**config.mk**
```make
export PLATFORM = sky130hd
export DESIGN_NAME = cache_lru
export DESIGN_NICKNAME = d
export VERILOG_FILES = /design/src/common/cache_pkg.sv /design/src/source/sram_1r1w.sv /design/src/cache_lru/cache_lru.sv
export SDC_FILE = /design/constraint.sdc
export NUM_CORES = 1
export LEC_CHECK = 0
export ABC_AREA = 1
export ABC_CLOCK_PERIOD_IN_PS = 3930
export BUFFER_PORTS_ARGS = -buffer_cell sky130_fd_sc_hd__buf_2
export CORE_ASPECT_RATIO = 1.75
export CORE_MARGIN = 2
export CORE_UTILIZATION = 40
export DETAILED_ROUTE_END_ITERATION = 8
export PLACE_DENSITY = 0.64
export SKIP_LAST_GASP = 1
export SLEW_MARGIN = 20
export SYNTH_ARGS = -nofsm -noshare
export SYNTH_HDL_FRONTEND = slang
export SYNTH_HIERARCHICAL = 1
export SYNTH_SLANG_ARGS = --single-unit
```
**constraint.sdc**
```tcl
create_clock -name clk -period 3.93 [get_ports clk]
set_input_delay 0.393 -clock clk [delete_from_list [all_inputs] [get_ports clk]]
set_output_delay 0.393 -clock clk [all_outputs]
set_load 0.005 [all_outputs]
```
**src/common/cache_pkg.sv**
```systemverilog
/*
 * Cache directory geometry constants, the tag entry type and the pseudo-LRU tree type
 */

package cache_pkg;

	// Number of sets in the directory
	localparam int NUM_SETS = 32;

	// Set index width follows from the set count
	localparam int SET_INDEX_WIDTH = $clog2(NUM_SETS);

	// Width of the stored address tag
	localparam int TAG_WIDTH = 20;

	// Index of one of the four ways in a set
	typedef logic [1:0] way_t;

	// One directory entry holds a valid flag and the line's tag
	typedef struct packed {
		logic valid;
		logic [TAG_WIDTH-1:0] tag;
	} tag_entry_t;

	// Pseudo-LRU tree for one set
	// The root b selects between the pairs {0,1} and {2,3}
	// Node a picks within ways 0 and 1, node c picks within ways 2 and 3
	// A bit of 0 points at the left child and 1 at the right child
	typedef struct packed {
		logic a;
		logic b;
		logic c;
	} lru_tree_t;

endpackage

```
**src/source/sram_1r1w.sv**
```systemverilog
/*
 * Register array with one read port and one write port, cleared on reset
 */

`timescale 1ns/100ps

module sram_1r1w
	#(parameter type payload_t = logic,
	parameter int SIZE = 32)
	(input logic clk,
	input logic reset,
	input logic rd_enable_i,
	input logic [$clog2(SIZE)-1:0] rd_addr_i,
	output payload_t rd_data_o,
	input logic wr_enable_i,
	input logic [$clog2(SIZE)-1:0] wr_addr_i,
	input payload_t wr_data_i);

	// Storage for every entry
	payload_t mem [SIZE];

	// A write in the same cycle as a read of that address must be visible
	// to the reader, so the written value bypasses the array
	logic bypass;

	assign bypass = wr_enable_i && (wr_addr_i == rd_addr_i);

	// Write port and array clear
	always_ff @(posedge clk, posedge reset)
	begin
		if (reset)
		begin
			for (int i = 0; i < SIZE; i++)
				mem[i] <= '0;
		end
		else if (wr_enable_i)
		begin
			mem[wr_addr_i] <= wr_data_i;
		end
	end

	// Registered read port
	// The output holds its last value while no read is enabled
	always_ff @(posedge clk, posedge reset)
	begin
		if (reset)
		begin
			rd_data_o <= '0;
		end
		else if (rd_enable_i)
		begin
			if (bypass)
				rd_data_o <= wr_data_i;
			else
				rd_data_o <= mem[rd_addr_i];
		end
	end

endmodule

```
**src/cache_lru/cache_lru.sv**
```systemverilog
/*
 * Pseudo-LRU replacement state for every set, with victim decode and MRU update
 */

`timescale 1ns/100ps

module cache_lru
	import cache_pkg::*;
	(input logic clk,
	input logic reset,
	input logic access_i,
	input logic [SET_INDEX_WIDTH-1:0] set_i,
	input logic update_mru_i,
	input way_t new_mru_way_i,
	output way_t lru_way_o);

	// Tree of the set read on the last access
	lru_tree_t cur_tree;

	// Tree to write back once the accessed way becomes most recently used
	lru_tree_t next_tree;

	// Set of the access in flight, used as the write address for the update
	logic [SET_INDEX_WIDTH-1:0] set_latched;

	// The tree is read when the access arrives and is written back one cycle
	// later, so a following access to the same set gets the forwarded tree
	sram_1r1w #(.payload_t(lru_tree_t), .SIZE(NUM_SETS)) lru_data (
		.clk(clk),
		.reset(reset),
		.rd_enable_i(access_i),
		.rd_addr_i(set_i),
		.rd_data_o(cur_tree),
		.wr_enable_i(update_mru_i),
		.wr_addr_i(set_latched),
		.wr_data_i(next_tree));

	always_ff @(posedge clk, posedge reset)
	begin
		if (reset)
			set_latched <= '0;
		else if (access_i)
			set_latched <= set_i;
	end

	// Follow the node bits down to the least recently used leaf
	always_comb
	begin
		if (!cur_tree.b)
			lru_way_o = cur_tree.a ? way_t'(1) : way_t'(0);
		else
			lru_way_o = cur_tree.c ? way_t'(3) : way_t'(2);
	end

	// Point every node on the path of the touched way toward the other side
	// Nodes off that path keep their value
	always_comb
	begin
		next_tree = cur_tree;
		case (new_mru_way_i)
			2'd0:
			begin
				next_tree.a = 1'b1;
				next_tree.b = 1'b1;
			end
			2'd1:
			begin
				next_tree.a = 1'b0;
				next_tree.b = 1'b1;
			end
			2'd2:
			begin
				next_tree.b = 1'b0;
				next_tree.c = 1'b1;
			end
			default:
			begin
				next_tree.b = 1'b0;
				next_tree.c = 1'b0;
			end
		endcase
	end

endmodule

```
==> flow_summary.yaml, run 1 <==
clock_network:
  path_clk_slew_ps: 70
  cts_buffers: 9
  cts_resized: 0
  h-tree-depth: 3
  ctsLongestPathBuffers: 2
  cts_tree: "done"
  cts_setup_buffers: 0
  cts_num_sinks: 104
  clk-insertion-delay-late_ps: 350
  cts_root_buf: "clkbuf_16"
  cts_hold_buffers: 1
placed_design:
  place_area_mm2: 0.005251
  gp_congestion: 0.9834
  detailedPlacementHpwl_mm: 9.713
  pre_cts_ws_ps: 1740
  dp_cells: 814
  io_buffers: 12
synth:
  synth_compound_area_frac: 0.1078
  yosysTopAreaCellShare: 0.5119
  syn-num-nets: 670
  yosys.area_share.simple: 0.3205
  avgSynthCellArea_um2: 7.714
  synth_top_family_by_area: "simple AND/OR/NAND/NOR gates"
  yosys.area.top_type: "dfrtp_1"
  yosys_warnings: 6
  synth_xor_xnor_area_share: 0.001723
  synth-seq-cells: 104
  synth_mux_area_frac: 0
  syn-instance-count: 659
  synthAdderAreaFrac: 0
  ys_seq_area_frac: 0.5119
  synthTopCellsByArea: "dfrtp_1 (51%), nand2_1 (19%), nand3_1 (7.6%)"
  syn_area_mm2: 0.005084
  ys_types: 21
power_and_ir_drop:
  p_comb_frac: 0.206
  clkPwrFrac: 0.281
  p_total_uw: 2971
  power.leakage_uw: 0.002565
  pwr-share-seq: 0.513
  power.density_mw_per_mm2: 536.8
  vdd.ir_drop.worst_v: 0.0002260
  switchingPower_uw: 957.7
  switching_share: 0.3224
  p_int_uw: 2013
floorplanning:
  die_area_mm2: 0.01366
  fp.coreArea_mm2: 0.01243
  die_x_um: 89.22
  fp.dieH_um: 153.1
  rows: 54
  io_pins: 13
  initial_core_util: 0.4089
detailed_routing:
  routed_wl_mm: 13.97
  drc: 0
  viasPerCell: 5.361
  drtPass1Iterations: 5
  avgRoutedWirePerCell_um: 16.81
  drt-initial-drc-count: 345
  vias: 4455
  antenna_left: 0
timing:
  finalWorstSetupSlack_ps: 1731
  slew_viol_final: 0
  rsz0062_at_grt: "no"
  fin_skew_ps: 7.178
  worst_pin_slew_ps: 1049
  period_needed_ps: 2199
  fmax_mhz: 454.8
  slew_headroom: 0.2966
  period_share: 0.5595
  finalSetupViolCount: 0
  tns_ps: 0
  hold_viol: 0
worst_setup_path:
  critPathTopFamily: "simple AND/OR/NAND/NOR gates"
  cpMaxStageDelayCell: "dfrtp_1"
  cp_cell_sequence: "inv_1, nor3_1, nand2_1, nand2_1, o21ai_0"
  cp_common_cell: "nand2_1"
  path_class: "flop to flop"
  cp_slowest_stage_delay_ps: 650
  cp_max_fo: 9
  arrival_ps: 2380
  cp.required_ps: 4110
  path_buf_inv: 1
  startpoint_type: "flop"
  end_kind: "flop"
cells_and_area:
  final-seq-area_mm2: 0.002603
  stdcell_area_mm2: 0.005534
  final_cells: 831
  nets: 669
  nFillCells: 1298
  drive_gt1_frac: 0.08446
  area_delta_synth_final_pct: 8.860
  antenna_cells: 0
  multi_input_area_mm2: 0.002186
global_routing:
  track_usage: 0.2192
  gr-total-overflow: 0
  grt_pass1_wl_mm: 22.53
  grt_pass1_vias: 4343
  antenna_found_initial: 0
  grt_max_degree: 55
worst_hold_path:
  hold_class: "input port to flop"
flow_run:
  timing.max_cap.violations: 0
outcome:
  outcome: "finished, final reports clean"
-- worst paths after layout --
| check | start | end | slack [ps] | depth (start not counted) |
|---|---|---|---|---|
| min | set_i[4] | set_latched[4] | 380 | 3 |
| min in group asynchronous | reset | set_latched[1] | 530 | 3 |
| max reg2reg | set_latched[2] | lru_data/mem[78] | 1730 | 5 |
| max in group asynchronous | reset | lru_data/mem[48] | 2400 | 4 |
| min reg2reg | lru_data/mem[90] | lru_data/mem[90] | 490 | 2 |
| max | set_latched[2] | lru_data/mem[78] | 1730 | 5 |
-- power by group through the flow --
stage                     registers, µW  logic [µW]  clock network [µW]
after floorplan                    1480         470                   0
after global placement             1530         592                   0
after detailed placement           1540         615                   0
after CTS                          1520         615                 857
after global routing               1560         711                 900
final                              1520         612                 835
-- per-stage QoR --
stage                     hold WS (ps)  utilization
final                            380.6       0.4451
after global routing             367.6       0.4451
after CTS                        360.0       0.4451
after detailed placement         337.4       0.4224
after global placement           334.7       0.4224
after floorplan                  171.5            -
-- state kept, by name, indices dropped and copies added (netlist names) --
signal,cells
set_latched,5
lru_data/mem,96
lru_data/rd_data_o,3
-- kinds of logic after synthesis --
group | Yosys count
compound gates | 108
xor+xnor | 1
buf+inv | 73
flops | 104
simple gates | 373
-- worst register-to-register path, stage by stage, from the launching register on --
cell	delay, ps
dfrtp_1	650
inv_1	300
nor3_1	610
nand2_1	280
nand2_1	110
o21ai_0	80
-- layout by cell type (no fill, tap or decap), types with 3 or more instances in the layout --
cell type | netlist | layout
inv_1 | 35 | 32
o21ai_0 | 74 | 74
nor4_4 | 3 | 3
buf_4 | 2 | 3
buf_2 | 11 | 12
nand2_1 | 251 | 251
o21ai_1 | 9 | 9
a21oi_1 | 21 | 21
nand3_1 | 77 | 77
dfrtp_1 | 104 | 104
nor3_1 | 3 | 3
inv_2 | 10 | 10
nor3_2 | 9 | 9
nor2_1 | 26 | 26
clkbuf_16 | 0 | 9
-- routing by layer --
metal | wire length, µm | share of wire | up-vias | track usage
li1 | - | - | 2128 | -
met1 | 5451 | 0.39 | 2144 | 0.2637
met2 | 7071 | 0.51 | 136 | 0.3478
met3 | 433 | 0.031 | 47 | 0.03402
met4 | 1011 | 0.072 | 0 | 0.1528
met5 | 0 | 0 | - | 0
-- synthesized netlist by cell type, drive strengths merged --
| cell type | instances |
|---|---|
| nor4 | 3 |
| a21oi | 21 |
| nand3 | 77 |
| inv | 45 |
| nor3 | 12 |
| o21ai | 83 |
| o211ai | 2 |
| dfrtp | 104 |
| clkbuf | 14 |
| o22ai | 2 |
| buf | 14 |
| xor2 | 1 |
| nor2 | 30 |
| nand2 | 251 |
-- layout make-up --
cell class | count | area share
Sequential cell | 104 | 0.4703
Tap cell | 168 | 0.03798
Clock inverter | 5 | 0.007235
Inverter | 45 | 0.03075
Multi-Input combinational cell | 482 | 0.3950
Timing Repair Buffer | 16 | 0.01673
Clock buffer | 11 | 0.04205
Note: power is estimated with default switching activity, not from simulation.
==> run 2: changes to the inputs <==
- ABC_CLOCK_PERIOD_IN_PS: 3930 -> 2100
- clock period: 3.93 -> 2.1 ns (I/O delays scaled with it)
==> run 2 against run 1 <==
- via count fell by 1.5%
- setup slack got worse by 1500 ps
- global-route usage fell by 0.25 points
- critical path type unchanged
- highest routed layer unchanged
- core utilization up 1.4 points
- die area stayed put
- critical path depth fell by 1
- sequential cell count did not move
- combinational power up 93%
- cell area is 3.2% higher
==> flow_summary.yaml, run 2 (synthesis gave the netlist of run 1 again) <==
flow_run:
  timing.max_cap.violations: 0
clock_network:
  cts_resized: 0
  path_clk_slew_ps: 70
  ctsLongestPathBuffers: 2
  cts_setup_buffers: 0
  h-tree-depth: 3
  cts_buffers: 9
  cts_num_sinks: 104
  cts_hold_buffers: 1
  cts_tree: "done"
  clk-insertion-delay-late_ps: 350
  cts_root_buf: "clkbuf_16"
outcome:
  outcome: "finished, final reports clean"
cells_and_area:
  largest_register_ffs: 96
  nets: 683
  mostFrequentLayoutCell: "nand2_1"
  top_register: "lru_data/mem"
  drive_gt1_frac: 0.1034
  top_regs: "lru_data/mem x96, set_latched x5, lru_data/rd_data_o x3"
  final_cell_mix: "nand2_1 (251), dfrtp_1 (104), nand3_1 (77)"
  antenna_cells: 0
  nFillCells: 1271
  area_delta_synth_final_pct: 12.31
floorplanning:
  die_x_um: 89.22
  die_area_mm2: 0.01366
  fp.coreArea_mm2: 0.01243
  initial_core_util: 0.4089
  io_pins: 13
  fp.dieH_um: 153.1
  rows: 54
worst_hold_path:
  holdPathEnd: "set_latched[2]"
  hold_depth: 3
  hold_class: "input port to flop"
  min-delay-start: "access_i"
global_routing:
  gr-total-overflow: 0
  track_usage: 0.2167
  grt_pass1_vias: 4435
  grt_pass1_wl_mm: 22.48
  grt_max_degree: 100
  antenna_found_initial: 0
worst_setup_path:
  r2r_cells: 4
  reg2reg_slack_ps: 270
  cp_slowest_stage_delay_ps: 580
  startpoint_type: "flop"
  arrival_ps: 2080
  cp_max_fo: 7
  path_class: "flop to flop"
  path_buf_inv: 1
  r2r-end: "lru_data/mem[13]"
  critPathTopFamily: "simple AND/OR/NAND/NOR gates"
  cp_cell_sequence: "inv_1, nor3_2, nand2_1, o21ai_0"
  cpMaxStageDelayCell: "nor3_2"
  cp.required_ps: 2350
  end_kind: "flop"
  r2r_start: "set_latched[0]"
detailed_routing:
  viasPerCell: 5.192
  routed_wl_mm: 13.69
  antenna_left: 0
  vias: 4387
  drc: 0
  drtPass1Iterations: 6
  avgRoutedWirePerCell_um: 16.20
  drt-initial-drc-count: 384
placed_design:
  gp_congestion: 0.9234
  io_buffers: 12
  detailedPlacementHpwl_mm: 9.735
timing:
  hold_viol: 0
  worst_pin_slew_ps: 732.6
  tns_ps: 0
  slew_viol_final: 0
  fin_skew_ps: 6.611
  slew_headroom: 0.5089
  finalSetupViolCount: 0
  period_needed_ps: 1829
  period_share: 0.8709
  fmax_mhz: 546.8
  rsz0062_at_grt: "no"
power_and_ir_drop:
  p_total_uw: 5659
  power.density_mw_per_mm2: 991.2
  vdd.ir_drop.worst_v: 0.0004974
  power.leakage_uw: 0.002654
-- run 2: cell types whose count changed in the layout (fill, tap and decap cells not counted), moves of 2 or more --
cell and delta:
buf_4 +10, clkinv_4 -2, buf_12 +4, inv_1 +2
inv_6 -2, clkinvlp_4 +4, clkinv_1 -2
-- run 2: power breakdown --
part,switching (µW),leakage (µW),internal [µW]
Sequential,297,0.00133,2530
Clock,729,0.000132,923
Combinational,723,0.00120,456
Total,1750,0.00265,3910
-- run 2: through the flow --
| step | instance area, µm² | instances | utilization | hold WS, ps | setup WS [ps] |
|---|---|---|---|---|---|
| after floorplan | 5087 | 659 | - | -11.48 | 690.0 |
| after global placement | 5409 | 828 | 0.4351 | 171.1 | 355.1 |
| after detailed placement | 5409 | 828 | 0.4351 | 172.9 | 351.3 |
| after CTS | 5709 | 845 | 0.4592 | 164.6 | 326.7 |
| after global routing | 5709 | 845 | 0.4592 | 191.5 | 173.5 |
| final | 5709 | 845 | 0.4592 | 184.2 | 271.1 |
-- run 2: layer usage --
metal,track usage,wire length (µm),vias up,part of all wire
li1,-,-,2166,-
met1,0.2570,5515,2079,0.40
met2,0.3654,7094,106,0.52
met3,0.03780,466,36,0.034
met4,0.1095,609,0,0.045
met5,0,0,-,0
-- run 2: layout make-up --
class	count	area, µm²	share of cell area
Clock inverter	5	57.56	0.01008
Inverter	45	172.7	0.03024
Clock buffer	11	232.7	0.04076
Timing Repair Buffer	30	247.7	0.04339
Multi-Input combinational cell	482	2186	0.3829
Tap cell	168	210.2	0.03682
Sequential cell	104	2603	0.4558
-- run 2: how the worst max path moves through the flow --
stage | cells after the start | start | slack [ps] | to
floorplan | 9 | set_latched[2] | 690 | lru_data/rd_data_o[0]
CTS | 4 | set_latched[0] | 330 | lru_data/mem[13]
global route | 5 | set_latched[0] | 170 | lru_data/mem[13]
global placement | 5 | set_latched[0] | 360 | lru_data/mem[72]
detailed placement | 4 | set_latched[0] | 350 | lru_data/mem[13]
finish | 4 | set_latched[0] | 270 | lru_data/mem[13]
-- run 2: worst reg2reg max path: stages (launching register included) --
cell	delay, ps
dfrtp_1	450
inv_1	140
nor3_2	580
nand2_1	300
o21ai_0	260
